<file path="src/dcache_pkg.sv">
// geometry is fixed here (4 ways, 16 sets, 4 words per line); addresses are 32-bit byte addresses
package dcache_pkg;

    localparam int num_ways       = 4;
    localparam int num_sets       = 16;
    localparam int words_per_line = 4;

    localparam int way_bits    = $clog2(num_ways);
    localparam int index_bits  = $clog2(num_sets);
    localparam int word_bits   = $clog2(words_per_line);
    localparam int offset_bits = word_bits + 2;               // word offset plus byte offset
    localparam int tag_bits    = 32 - index_bits - offset_bits;
    localparam int line_bits   = words_per_line * 32;

    // cpu byte address, seen raw or split into cache fields
    typedef union packed {
        logic [31:0] raw;
        struct packed {
            logic [tag_bits-1:0]   tag;
            logic [index_bits-1:0] index;
            logic [word_bits-1:0]  word;
            logic [1:0]            byte_off;
        } fields;
    } addr_t;

    typedef enum logic [2:0] {
        state_idle      = 3'd0,
        state_lookup    = 3'd1,
        state_miss      = 3'd2,
        state_writeback = 3'd3,   // dirty victim line offered on the write channel
        state_refill    = 3'd4
    } ctrl_state_t;

endpackage

</file>
<file path="src/dcache_array_if.sv">
// joins the controller to the tag and data arrays; the controller alone decides when to write
`timescale 1ns/100ps

interface dcache_array_if;

    // from the held request
    logic [dcache_pkg::index_bits-1:0] index;
    logic [dcache_pkg::tag_bits-1:0]   req_tag;
    logic [dcache_pkg::word_bits-1:0]  word;
    logic [dcache_pkg::way_bits-1:0]   victim_way;

    // store hit
    logic        store_en;
    logic [3:0]  wstrb;
    logic [31:0] wdata;

    // refill beats from memory
    logic                              refill_en;
    logic [dcache_pkg::way_bits-1:0]   refill_way;
    logic [dcache_pkg::index_bits-1:0] refill_index;
    logic [dcache_pkg::tag_bits-1:0]   refill_tag;
    logic [dcache_pkg::word_bits-1:0]  refill_word;
    logic [31:0]                       refill_data;
    logic                              refill_last;

    // lookup results
    logic                               hit;
    logic [dcache_pkg::way_bits-1:0]    hit_way;
    logic                               victim_valid;
    logic                               victim_dirty;
    logic [dcache_pkg::tag_bits-1:0]    victim_tag;
    logic [31:0]                        rdata_word;
    logic [dcache_pkg::line_bits-1:0]   victim_line;

    modport ctrl (
        output index, req_tag, word, victim_way, store_en, wstrb, wdata,
        output refill_en, refill_way, refill_index, refill_tag, refill_word,
        output refill_data, refill_last,
        input  hit, hit_way, victim_valid, victim_dirty, victim_tag, rdata_word, victim_line
    );

    modport tags (
        input  index, req_tag, victim_way, store_en,
        input  refill_en, refill_way, refill_index, refill_tag, refill_last,
        output hit, hit_way, victim_valid, victim_dirty, victim_tag
    );

    modport data (
        input  index, word, hit_way, victim_way, store_en, wstrb, wdata,
        input  refill_en, refill_way, refill_index, refill_word, refill_data,
        output rdata_word, victim_line
    );

endinterface

</file>
<file path="src/dcache_ctrl.sv">
// one request in flight; memory returns a line in order from word 0 and ret_* is always accepted
`timescale 1ns/100ps

module dcache_ctrl (
    input  logic                               clk,
    input  logic                               resetn,
    input  logic                               req_valid,
    input  logic                               req_op,
    input  dcache_pkg::addr_t                  req_addr,
    input  logic [3:0]                         req_wstrb,
    input  logic [31:0]                        req_wdata,
    output logic                               req_ready,
    output logic                               resp_valid,
    output logic [31:0]                        resp_rdata,
    output logic                               rd_req,
    output logic [31:0]                        rd_addr,
    input  logic                               rd_rdy,
    output logic                               wr_req,
    output logic [31:0]                        wr_addr,
    output logic [dcache_pkg::line_bits-1:0]   wr_data,
    input  logic                               wr_rdy,
    input  logic                               ret_valid,
    input  logic                               ret_last,
    input  logic [31:0]                        ret_data,
    dcache_array_if.ctrl                       arr
);

    dcache_pkg::ctrl_state_t state;
    dcache_pkg::ctrl_state_t state_next;

    // held request
    dcache_pkg::addr_t req_q;
    logic              op_q;
    logic [3:0]        wstrb_q;
    logic [31:0]       wdata_q;

    // miss buffer
    logic [dcache_pkg::way_bits-1:0]   mb_way;
    logic                              mb_valid;
    logic                              mb_dirty;
    logic [dcache_pkg::tag_bits-1:0]   mb_tag_old;
    logic [dcache_pkg::tag_bits-1:0]   mb_tag_new;
    logic [dcache_pkg::index_bits-1:0] mb_index;
    logic [dcache_pkg::line_bits-1:0]  mb_line;

    logic [dcache_pkg::way_bits-1:0]   way_cnt;    // pseudo-random victim choice
    logic [dcache_pkg::word_bits-1:0]  beat_cnt;
    logic                              hit_now;
    logic                              wb_pending;

    assign hit_now    = (state == dcache_pkg::state_lookup) && arr.hit;
    assign wb_pending = mb_valid && mb_dirty;

    always_comb begin
        state_next = state;
        case (state)
            dcache_pkg::state_idle:
                if (req_valid) state_next = dcache_pkg::state_lookup;
            dcache_pkg::state_lookup:
                state_next = arr.hit ? dcache_pkg::state_idle : dcache_pkg::state_miss;
            dcache_pkg::state_miss:
                if (wb_pending) begin
                    state_next = dcache_pkg::state_writeback;
                end else if (rd_rdy) begin
                    state_next = dcache_pkg::state_refill;
                end
            dcache_pkg::state_writeback:
                if (wr_rdy) state_next = dcache_pkg::state_miss;   // then fetch the new line
            dcache_pkg::state_refill:
                if (ret_valid && ret_last) state_next = dcache_pkg::state_lookup;
            default:
                state_next = dcache_pkg::state_idle;
        endcase
    end

    always_ff @(posedge clk) begin
        if (!resetn) begin
            state    <= dcache_pkg::state_idle;
            way_cnt  <= '0;
            beat_cnt <= '0;
            mb_valid <= 1'b0;
            mb_dirty <= 1'b0;
        end else begin
            state   <= state_next;
            way_cnt <= way_cnt + 1'b1;   // steps every clock
            if (state != dcache_pkg::state_refill) begin
                beat_cnt <= '0;
            end else if (ret_valid) begin
                beat_cnt <= beat_cnt + 1'b1;
            end
            if ((state == dcache_pkg::state_lookup) && !arr.hit) begin
                mb_valid <= arr.victim_valid;
                mb_dirty <= arr.victim_dirty;
            end else if ((state == dcache_pkg::state_writeback) && wr_rdy) begin
                mb_dirty <= 1'b0;   // line is out
            end
        end
    end

    always_ff @(posedge clk) begin
        if ((state == dcache_pkg::state_idle) && req_valid) begin
            req_q   <= req_addr;
            op_q    <= req_op;
            wstrb_q <= req_wstrb;
            wdata_q <= req_wdata;
        end
        if ((state == dcache_pkg::state_lookup) && !arr.hit) begin
            mb_way     <= way_cnt;
            mb_tag_old <= arr.victim_tag;
            mb_tag_new <= req_q.fields.tag;
            mb_index   <= req_q.fields.index;
            mb_line    <= arr.victim_line;
        end
    end

    assign req_ready  = (state == dcache_pkg::state_idle);
    assign resp_valid = hit_now;
    assign resp_rdata = arr.rdata_word;

    // memory side, held stable by the state until the handshake
    assign rd_req  = (state == dcache_pkg::state_miss) && !wb_pending;
    assign rd_addr = {req_q.raw[31:dcache_pkg::offset_bits], {dcache_pkg::offset_bits{1'b0}}};
    assign wr_req  = (state == dcache_pkg::state_writeback);
    assign wr_addr = {mb_tag_old, mb_index, {dcache_pkg::offset_bits{1'b0}}};
    assign wr_data = mb_line;

    assign arr.index      = req_q.fields.index;
    assign arr.req_tag    = req_q.fields.tag;
    assign arr.word       = req_q.fields.word;
    assign arr.victim_way = way_cnt;
    assign arr.store_en   = hit_now && op_q;   // store only commits on a hit
    assign arr.wstrb      = wstrb_q;
    assign arr.wdata      = wdata_q;

    assign arr.refill_en    = (state == dcache_pkg::state_refill) && ret_valid;
    assign arr.refill_way   = mb_way;
    assign arr.refill_index = mb_index;
    assign arr.refill_tag   = mb_tag_new;
    assign arr.refill_word  = beat_cnt;
    assign arr.refill_data  = ret_data;
    assign arr.refill_last  = ret_last;

endmodule

</file>
<file path="src/flat_wrapper.sv">
// flat-port wrapper written by rule: the top's interface ports become plain ports
module dcache_ctrl_flat 
  (clk, resetn, req_valid, req_op, req_addr, req_wstrb, req_wdata, req_ready, resp_valid, resp_rdata, rd_req, rd_addr, rd_rdy, wr_req, wr_addr, wr_data, wr_rdy, ret_valid, ret_last, ret_data, arr_index, arr_req_tag, arr_word, arr_victim_way, arr_store_en, arr_wstrb, arr_wdata, arr_refill_en, arr_refill_way, arr_refill_index, arr_refill_tag, arr_refill_word, arr_refill_data, arr_refill_last, arr_hit, arr_hit_way, arr_victim_valid, arr_victim_dirty, arr_victim_tag, arr_rdata_word, arr_victim_line);
  dcache_array_if arr_i ();
  input  logic clk;
  input  logic resetn;
  input  logic req_valid;
  input  logic req_op;
  input  dcache_pkg::addr_t req_addr;
  input  logic [3:0] req_wstrb;
  input  logic [31:0] req_wdata;
  output logic req_ready;
  output logic resp_valid;
  output logic [31:0] resp_rdata;
  output logic rd_req;
  output logic [31:0] rd_addr;
  input  logic rd_rdy;
  output logic wr_req;
  output logic [31:0] wr_addr;
  output logic [dcache_pkg::line_bits-1:0] wr_data;
  input  logic wr_rdy;
  input  logic ret_valid;
  input  logic ret_last;
  input  logic [31:0] ret_data;
  output wire logic [$bits(arr_i.index)-1:0] arr_index;
  output wire logic [$bits(arr_i.req_tag)-1:0] arr_req_tag;
  output wire logic [$bits(arr_i.word)-1:0] arr_word;
  output wire logic [$bits(arr_i.victim_way)-1:0] arr_victim_way;
  output wire logic [$bits(arr_i.store_en)-1:0] arr_store_en;
  output wire logic [$bits(arr_i.wstrb)-1:0] arr_wstrb;
  output wire logic [$bits(arr_i.wdata)-1:0] arr_wdata;
  output wire logic [$bits(arr_i.refill_en)-1:0] arr_refill_en;
  output wire logic [$bits(arr_i.refill_way)-1:0] arr_refill_way;
  output wire logic [$bits(arr_i.refill_index)-1:0] arr_refill_index;
  output wire logic [$bits(arr_i.refill_tag)-1:0] arr_refill_tag;
  output wire logic [$bits(arr_i.refill_word)-1:0] arr_refill_word;
  output wire logic [$bits(arr_i.refill_data)-1:0] arr_refill_data;
  output wire logic [$bits(arr_i.refill_last)-1:0] arr_refill_last;
  input wire logic [$bits(arr_i.hit)-1:0] arr_hit;
  input wire logic [$bits(arr_i.hit_way)-1:0] arr_hit_way;
  input wire logic [$bits(arr_i.victim_valid)-1:0] arr_victim_valid;
  input wire logic [$bits(arr_i.victim_dirty)-1:0] arr_victim_dirty;
  input wire logic [$bits(arr_i.victim_tag)-1:0] arr_victim_tag;
  input wire logic [$bits(arr_i.rdata_word)-1:0] arr_rdata_word;
  input wire logic [$bits(arr_i.victim_line)-1:0] arr_victim_line;
  assign arr_index = arr_i.index;
  assign arr_req_tag = arr_i.req_tag;
  assign arr_word = arr_i.word;
  assign arr_victim_way = arr_i.victim_way;
  assign arr_store_en = arr_i.store_en;
  assign arr_wstrb = arr_i.wstrb;
  assign arr_wdata = arr_i.wdata;
  assign arr_refill_en = arr_i.refill_en;
  assign arr_refill_way = arr_i.refill_way;
  assign arr_refill_index = arr_i.refill_index;
  assign arr_refill_tag = arr_i.refill_tag;
  assign arr_refill_word = arr_i.refill_word;
  assign arr_refill_data = arr_i.refill_data;
  assign arr_refill_last = arr_i.refill_last;
  assign arr_i.hit = arr_hit;
  assign arr_i.hit_way = arr_hit_way;
  assign arr_i.victim_valid = arr_victim_valid;
  assign arr_i.victim_dirty = arr_victim_dirty;
  assign arr_i.victim_tag = arr_victim_tag;
  assign arr_i.rdata_word = arr_rdata_word;
  assign arr_i.victim_line = arr_victim_line;
  dcache_ctrl u_core (.clk(clk), .resetn(resetn), .req_valid(req_valid), .req_op(req_op), .req_addr(req_addr), .req_wstrb(req_wstrb), .req_wdata(req_wdata), .req_ready(req_ready), .resp_valid(resp_valid), .resp_rdata(resp_rdata), .rd_req(rd_req), .rd_addr(rd_addr), .rd_rdy(rd_rdy), .wr_req(wr_req), .wr_addr(wr_addr), .wr_data(wr_data), .wr_rdy(wr_rdy), .ret_valid(ret_valid), .ret_last(ret_last), .ret_data(ret_data), .arr(arr_i));
endmodule
</file>
<file path="config.mk">
export PLATFORM = sky130hd
export DESIGN_NAME = dcache_ctrl_flat
export DESIGN_NICKNAME = d
export VERILOG_FILES = /design/src/dcache_pkg.sv /design/src/dcache_array_if.sv /design/src/dcache_ctrl.sv /design/src/flat_wrapper.sv
export SDC_FILE = /design/constraint.sdc
export NUM_CORES = 1
export LEC_CHECK = 0
export ABC_AREA = 1
export ABC_CLOCK_PERIOD_IN_PS = 7100
export BUFFER_PORTS_ARGS = -buffer_cell sky130_fd_sc_hd__buf_2
export CORE_AREA = 2 2 257 259
export DETAILED_ROUTE_END_ITERATION = 8
export DIE_AREA = 0 0 259 261
export GPL_TIMING_DRIVEN = 0
export PLACE_DENSITY = 0.45
export SYNTH_ARGS = -nofsm -noshare
export SYNTH_HDL_FRONTEND = slang
export SYNTH_SLANG_ARGS = --single-unit
</file>
<file path="constraint.sdc">
create_clock -name clk -period 7.1 [get_ports clk]
set_input_delay 1.065 -clock clk [delete_from_list [all_inputs] [get_ports clk]]
set_output_delay 1.065 -clock clk [all_outputs]
set_load 0.005 [all_outputs]
</file>
# Word level (Yosys, flattened, before mapping)
# Index checks and enable logic that the tools add are counted.
# classes
muxes,9
reduce_logical,15
bitwise_logic,1
add_sub_neg,2
n_eq_ne,9
# op_table
cell,count
$mux W3,5
$pmux W3 S5,1
$logic_and A1 B1 Y1,9
$eq A3 B2 Y1 const B,2
$add A2 B1 Y2 const B,2
$ne A2 B1 Y1 const B,2
$reduce_and A4 Y1,1
$eq A3 B1 Y1 const B,1
$eq A3 B3 Y1 const B,1
$logic_not A3 Y1,1
$ne A3 B2 Y1 const B,1
$ne A3 B3 Y1 const B,1
$logic_not A1 Y1,2
$mux W1,2
$mux W2,1
$ne A2 B2 Y1 const B,1
$reduce_bool A2 Y1,1
$reduce_or A2 Y1,1
$not A1 Y1,1
# word_totals
output_inout_bits,363
elab_cells,50
regBits,260

# Depth between registers and ports, before layout
# Gate-level depths: netlist (run 1).
# depth
depth_word,4
ltp_mapped,9
depth_no_buf,9

# Least setup slack after synthesis (run 1)
# No wires, ideal clock.
# synth_timing
path_type,in2reg
start,input req_valid
end,register u_core.wdata_q[0] (netlist: u_core.arr.wdata[0]) (enable)
n_path_buf,0
cell_stages,2
required_time_ps,6526
arrival_time_ps,5672
setup_slack_ps,854
setup_time_ps,574
path_cell_list,inv_1 > nor3_1
# synth_between
elab_chain_len,1
# synth_rtl
element,line_no,source
start: declaration,flat_wrapper.sv:7,input logic req_valid;
$logic_and A1 B1 Y1,dcache_ctrl.sv:101,if ((state == dcache_pkg::state_idle) && req_valid) begin
end signal: assignment,dcache_ctrl.sv:105,wdata_q <= req_wdata;
end: declaration,dcache_ctrl.sv:35,logic [31:0] wdata_q;
# Every way passes these cells.
# A chain may end at the register's enable or synchronous reset.

# Worst setup path after layout (run 1)
# layout_timing
start,input arr_hit
end,output arr_store_en
# layout_between
elab_chain_len,2
# layout_rtl
element,line_no,source
start: declaration,flat_wrapper.sv:39,input wire logic [$bits(arr_i.hit)-1:0] arr_hit;
$logic_and A1 B1 Y1,dcache_ctrl.sv:51,assign hit_now = (state == dcache_pkg::state_lookup) && arr.hit;
$logic_and A1 B1 Y1,dcache_ctrl.sv:131,assign arr.store_en = hit_now && op_q;
end: declaration,flat_wrapper.sv:29,output wire logic [$bits(arr_i.store_en)-1:0] arr_store_en;
# Every way passes these cells.

==> flow_metrics.tcl, run 1 <==
set metrics [dict create \
    first_global_vias 5826 \
    hold_buffers 0 \
    cts_buffer_depth 3 \
    yosysWarnings 0 \
    multi_input_area_um2 295 \
    grt_usage_pct 7.83 \
    comb_power_share_pct 19.6 \
    gr-usage-met1_pct 8.51 \
    synth_area_per_cell_um2 20.5 \
    synth.top_cells.by_area "edfxtp_1, buf_4, dfxtp_1" \
    syn_inst 426 \
    synth-adder-area-share_pct 0 \
    ios 660 \
    vias 5911 \
    yosysTopAreaCell "edfxtp_1" \
    fin_ws_ps 4440 \
    finalSetupViolCount 0 \
    ir_worst_vdd_uv 219 \
    instances_no_fill 1943 \
    htreeDepth 1 \
    routed_wl_um 29500 \
    final_cell_area_um2 13900 \
    synth-compound-area-share_pct 0.343 \
    root_buffer "clkbuf_16" \
    slew_headroom_pct 52.1 \
    first_pass_iters 4 \
    grt.overflow.total 0 \
    grt_busiest_layer "met2" \
    rsz0062_at_grt "no" \
    grt_use_met3_pct 3.34 \
    start_util_pct 13.5 \
    mostFrequentLayoutCells "buf_2, edfxtp_1, buf_4, clkbuf_16, nor2_1" \
    synth_top_area_share_pct 85.4 \
    cts_tree "done" \
    yosysSeqAreaShare_pct 87.5 \
    hold_violations 0 \
    synth-simple-area-share_pct 2.43 \
    p_switching_mw 1.28 \
    grt_max_degree 124 \
    final_util_pct 21.3 \
    clkTransAtPathRegs_ps 50 \
    yosysUniqueCellTypes 20 \
    p_int_mw 3.38 \
    drive_gt1_share_pct 69.9 \
    final_antenna_net_count 0 \
    wl_per_cell_um 15.2 \
    avgViaCountPerCell 3.04 \
    place_congestion 0.732 \
    antenna_found_initial 8 \
    drv_cap 0 \
    insertion_delay_ps 590 \
    clock.fmax_mhz 375 \
    die_w_um 259 \
    crit_path_end_kind "primary output" \
    grt_pass1_wl_um 38800 \
    fin_skew_ps 16.7 \
    synth_xor_area_share_pct 0.200 \
    p_total_mw 4.66 \
    fin_tns_setup_ps 0 \
    power.share.sequential_pct 47.6 \
    cts.sinks 258 \
    cp_max_fo 3 \
    outcome "finished, final reports clean" \
    synthMuxAreaShare_pct 0 \
    nets 1353 \
    fp.dieH_um 261 \
    syn_to_final_growth_pct 58.4 \
    hold-worst-slack_ps 464 \
    syn-cell-area_um2 8750 \
    dpl.hpwl_um 23400 \
    ys_seq_elements 258 \
    dp.cells 1888 \
    drt_iter0_drc 305 \
    p_clk_share_pct 32.8 \
    p_per_area_nw_per_um2 336 \
    met2_usage_pct 13.7 \
    post-place-ws_ps 3860 \
    post_cts_buffers 0 \
    cp_data_arrival_time_ps 1600 \
    period_needed_ps 2660 \
    swShare_pct 27.5 \
    path_class "primary input to primary output" \
    numCtsBuffers 30 \
    port-buffer-count 583 \
    cts_resized 0 \
    worst_setup_path_start_kind "primary input" \
    nFillCells 6984 \
    leakagePower_nw 5.90 \
    regArea_um2 7660 \
    core_um2 65000 \
    rows 94 \
    slew_viol_final 0 \
    cp_data_required_time_ps 6030 \
    synth_top_family_by_area "buffers and inverters" \
    worstHoldPathType "flip-flop to flip-flop" \
    place_area_um2 12900 \
    final_common_cell "buf_2" \
    finalCritPeriodShare_pct 37.5 \
    die_area_um2 67600 \
    worst_slew_pin_slew_ps 719 \
    drc 0 \
]
## cells by family after synthesis
family	after synthesis
other	1
buffers and inverters	116
AND/OR/NAND/NOR	43
AO/OA/AOI/OAI	6
flip-flops	258
XOR/XNOR	2
## layer usage
| layer | up-vias | wire length (µm) |
|---|---|---|
| met5 | - | 80 |
| met4 | 12 | 920 |
| met3 | 49 | 2990 |
| met2 | 348 | 14800 |
| met1 | 2778 | 10800 |
| li1 | 2724 | - |
## state kept, by name, indices dropped and copies added, names as in the netlist
signal / count
u_core.req_q: 30
u_core.arr.refill_way: 2
u_core.arr.refill_index: 4
u_core.wr_data: 128
u_core.mb_tag_old: 24
u_core.state: 3
u_core.arr.wdata: 32
u_core.op_q: 1
u_core.arr.victim_way: 2
u_core.arr.wstrb: 4
u_core.mb_valid: 1
u_core.mb_dirty: 1
u_core.arr.refill_tag: 24
u_core.arr.refill_word: 2
## final cells by class
type,count,share of cell area (%)
antenna,1,0.0181
buffer,105,5.69
clock buffer,33,5.50
clock inverter,21,1.52
inverter,11,0.352
multi-input combinational,59,2.13
sequential,258,55.2
tap,864,7.80
timing repair buffer,591,21.8
## Yosys cell counts
cell / count
edfxtp_1: 249
buf_4: 105
nor2_1: 14
nand2_1: 12
dfxtp_1: 9
inv_1: 8
nand2_2: 4
a21oi_1: 3
inv_2: 3
nand3_1: 3
nand4_1: 3
nor3b_1: 3
o21ai_0: 3
conb_1: 1
nand2_4: 1
nor2_2: 1
nor2_4: 1
nor3_1: 1
xnor2_1: 1
xor2_1: 1
## power groups by stage
stage          Clock (mW)  Combinational (mW)  Sequential (mW)
4_1_cts              1.60               0.947             2.22
6_report             1.53               0.915             2.21
2_1_floorplan           0               0.312             2.31
3_3_place_gp            0               0.888             2.35
3_5_place_dp            0               0.944             2.25
5_1_grt              1.65                1.01             2.25
## worst max-delay path, stage by stage
cell	delay, ps
buf_2	80
inv_1	60
nor3b_1	200
buf_2	190
## path summary, 6_finish.rpt
check / from / endpoint / slack, ps / depth (start not counted)
worst max-delay path: arr_hit / arr_store_en / 4440 / 4
worst min-delay path: u_core.arr.victim_way[0] / u_core.arr.victim_way[0] / 460 / 1
worst max register to register: u_core.state[1] / u_core.req_q[15] / 4590 / 9
worst min register to register: u_core.arr.victim_way[0] / u_core.arr.victim_way[0] / 460 / 1
No activity file was read; power rests on OpenSTA's default activity.
==> inputs of run 2 (changes only) <==
--- a/config.mk
+++ b/config.mk
@@ -6,7 +6,7 @@
 export NUM_CORES = 1
 export LEC_CHECK = 0
 export ABC_AREA = 1
-export ABC_CLOCK_PERIOD_IN_PS = 7100
+export ABC_CLOCK_PERIOD_IN_PS = 2650
 export BUFFER_PORTS_ARGS = -buffer_cell sky130_fd_sc_hd__buf_2
 export CORE_AREA = 2 2 257 259
 export DETAILED_ROUTE_END_ITERATION = 8
==> constraint.sdc (replaced) <==
create_clock -name clk -period 2.65 [get_ports clk]
set_input_delay 0.3975 -clock clk [delete_from_list [all_inputs] [get_ports clk]]
set_output_delay 0.3975 -clock clk [all_outputs]
set_load 0.005 [all_outputs]
==> run 2 against run 1 <==
  * Register-to-register slack worse by 4200 ps
  * Worst hold slack worse by 420 ps
  * Non-clock buffer count up 218
  * Clock skew increased by 5.7 ps
  * Combinational power grew to 3.0 times the previous value
  * Global-route usage up 0.18 points
  * Critical path type is now flip-flop to flip-flop
  * Largest cell class unchanged
==> flow_metrics.tcl, run 2 (synthesis gave the netlist of run 1 again) <==
set metrics [dict create \
    crit_top_cell "buf_12" \
    final_common_cell "buf_2" \
    worstHoldStart "arr_victim_line[88]" \
    grt_busiest_layer "met2" \
    drt_iter0_drc 415 \
    fin_tns_setup_ps 0 \
    clkTransAtPathRegs_ps 60 \
    gr-usage-met1_pct 9.08 \
    p_switching_mw 3.48 \
    cts_resized 0 \
    first_pass_iters 4 \
    startpoint "u_core.state[1]" \
    grt.overflow.total 0 \
    wl_per_cell_um 14.0 \
    insertion_delay_ps 600 \
    finalSetupViolCount 0 \
    antenna_found_initial 1 \
    p_int_mw 9.41 \
    slew_viol_final 0 \
    htreeDepth 1 \
    leakagePower_nw 6.83 \
    grt_usage_pct 8.01 \
    slew_headroom_pct 38.4 \
    p_clk_share_pct 32.5 \
    place_congestion 0.737 \
    swShare_pct 27.0 \
    power.share.sequential_pct 45.9 \
    finalCritPeriodShare_pct 86.1 \
    crit_buf_inv 5 \
    routed_wl_um 30200 \
    cp_data_required_time_ps 2920 \
    worstHoldPathType "primary input to flip-flop" \
    mostFrequentLayoutCells "buf_2, edfxtp_1, dlygate4sd3_1, buf_4, clkbuf_16" \
    nets 1571 \
    cp_max_fo 45 \
    final_util_pct 24.8 \
    ir_worst_vdd_uv 508 \
    drc 0 \
    cp_data_arrival_time_ps 2550 \
    drv_cap 0 \
    hold-worst-slack_ps 40.7 \
    grt_pass1_wl_um 41000 \
    comb_power_share_pct 21.6 \
    final_antenna_net_count 0 \
    cpMaxStageDelayCell "clkinvlp_4" \
    p_per_area_nw_per_um2 799 \
    dpl.hpwl_um 22600 \
    critical_path.top_delay_family "buffers and inverters" \
    met2_usage_pct 14.2 \
    ios 660 \
    hold_violations 0 \
    worst_setup_path_start_kind "flip-flop" \
    grt_max_degree 46 \
    crit_path_cell_trace "inv_1 -> nand4_1 -> clkinvlp_4 -> buf_12 -> buf_12 -> buf_12" \
    r2r_start "u_core.state[1]" \
    post_cts_buffers 0 \
    cts.sinks 258 \
    outcome "finished, final reports clean" \
    max_stage_delay_ps 360 \
    root_buffer "clkbuf_16" \
    cts_buffer_depth 3 \
    largest_reg_flops 128 \
    fp.dieH_um 261 \
    clock.fmax_mhz 438 \
    instances_no_fill 2160 \
    die_w_um 259 \
    vias 6684 \
    rsz0062_at_grt "no" \
    core_um2 65000 \
    port-buffer-count 583 \
    fin_skew_ps 22.4 \
    dp.cells 1888 \
    drive_gt1_share_pct 58.1 \
    cts_tree "done" \
    die_area_um2 67600 \
    start_util_pct 13.5 \
    grt_use_met3_pct 2.69 \
    first_global_vias 6845 \
    avgViaCountPerCell 3.09 \
    path_class "flip-flop to flip-flop" \
    period_needed_ps 2280 \
    nFillCells 6757 \
    worst_slew_pin_slew_ps 921 \
    syn_to_final_growth_pct 84.4 \
    crit_path_end_kind "flip-flop" \
    rows 94 \
    numCtsBuffers 30 \
]
==> run 2: cell types whose count changed in the layout (fill, tap and decap cells not counted), sizes merged <==
cell / delta
clkinvlp: -1
bufinv: +1
dlygate4sd3: +218
inv: -1
clkinv: -1
clkbuf: +1
==> run 2: worst reg2reg max path: stages (launching register included) <==
cell        delay (ps)
dfxtp_1            320
inv_1              160
nand4_1            270
clkinvlp_4         360
buf_12             250
buf_12             280
buf_12             310
==> run 2: metrics by stage <==
stage | total power, mW | worst slack, ps | instance area (µm²)
after global placement | 8.40 | -2960 | 12800
after floorplan | 6.96 | -1100 | 8790
after CTS | 13.2 | 278 | 16100
final | 12.9 | 369 | 16100
after detailed placement | 8.61 | 165 | 13000
after global routing | 13.6 | 119 | 16100
==> run 2: path summary, 6_finish.rpt <==
kind / to / slack, ps / cells after the start
min reg2reg: u_core.arr.victim_way[0] / 460 / 1
min: u_core.wr_data[88] / 40 / 1
max reg2reg: u_core.wr_data[21] / 370 / 6
max: u_core.wr_data[21] / 370 / 6
==> run 2: routing by layer <==
metal	up-vias	part of all wire (%)	routed length, µm
met5	-	0	0
met4	0	2.8	852
met3	34	8.6	2590
met2	340	51	15400
met1	3151	38	11400
li1	3159	-	-
==> run 2: timing repair <==
action | 4_1_cts | 5_1_grt
hold buffers | 218 | 0
hold endpoints to repair | 218 | 0
setup endpoints to repair | 0 | 0
==> run 2: final cells by class <==
class	instances	area, µm²	area share [%]
multi-input cells	59	302	1.87
plain buffers	105	788	4.88
clock buffers	34	766	4.74
repair buffers	809	5270	32.7
flip-flops and latches	258	7660	47.5
well taps	864	1080	6.70
inverters	11	47.5	0.295
clock inverters	19	223	1.38
diodes	1	2.50	0.0155
==> run 2: power by group through the flow <==
stage	clock network, mW	registers, mW	logic [mW]
finish	4.18	5.92	2.79
CTS	4.40	5.94	2.87
global route	4.52	6.02	3.07
floorplan	0	6.12	0.844
detailed placement	0	6.02	2.60
global placement	0	6.11	2.29
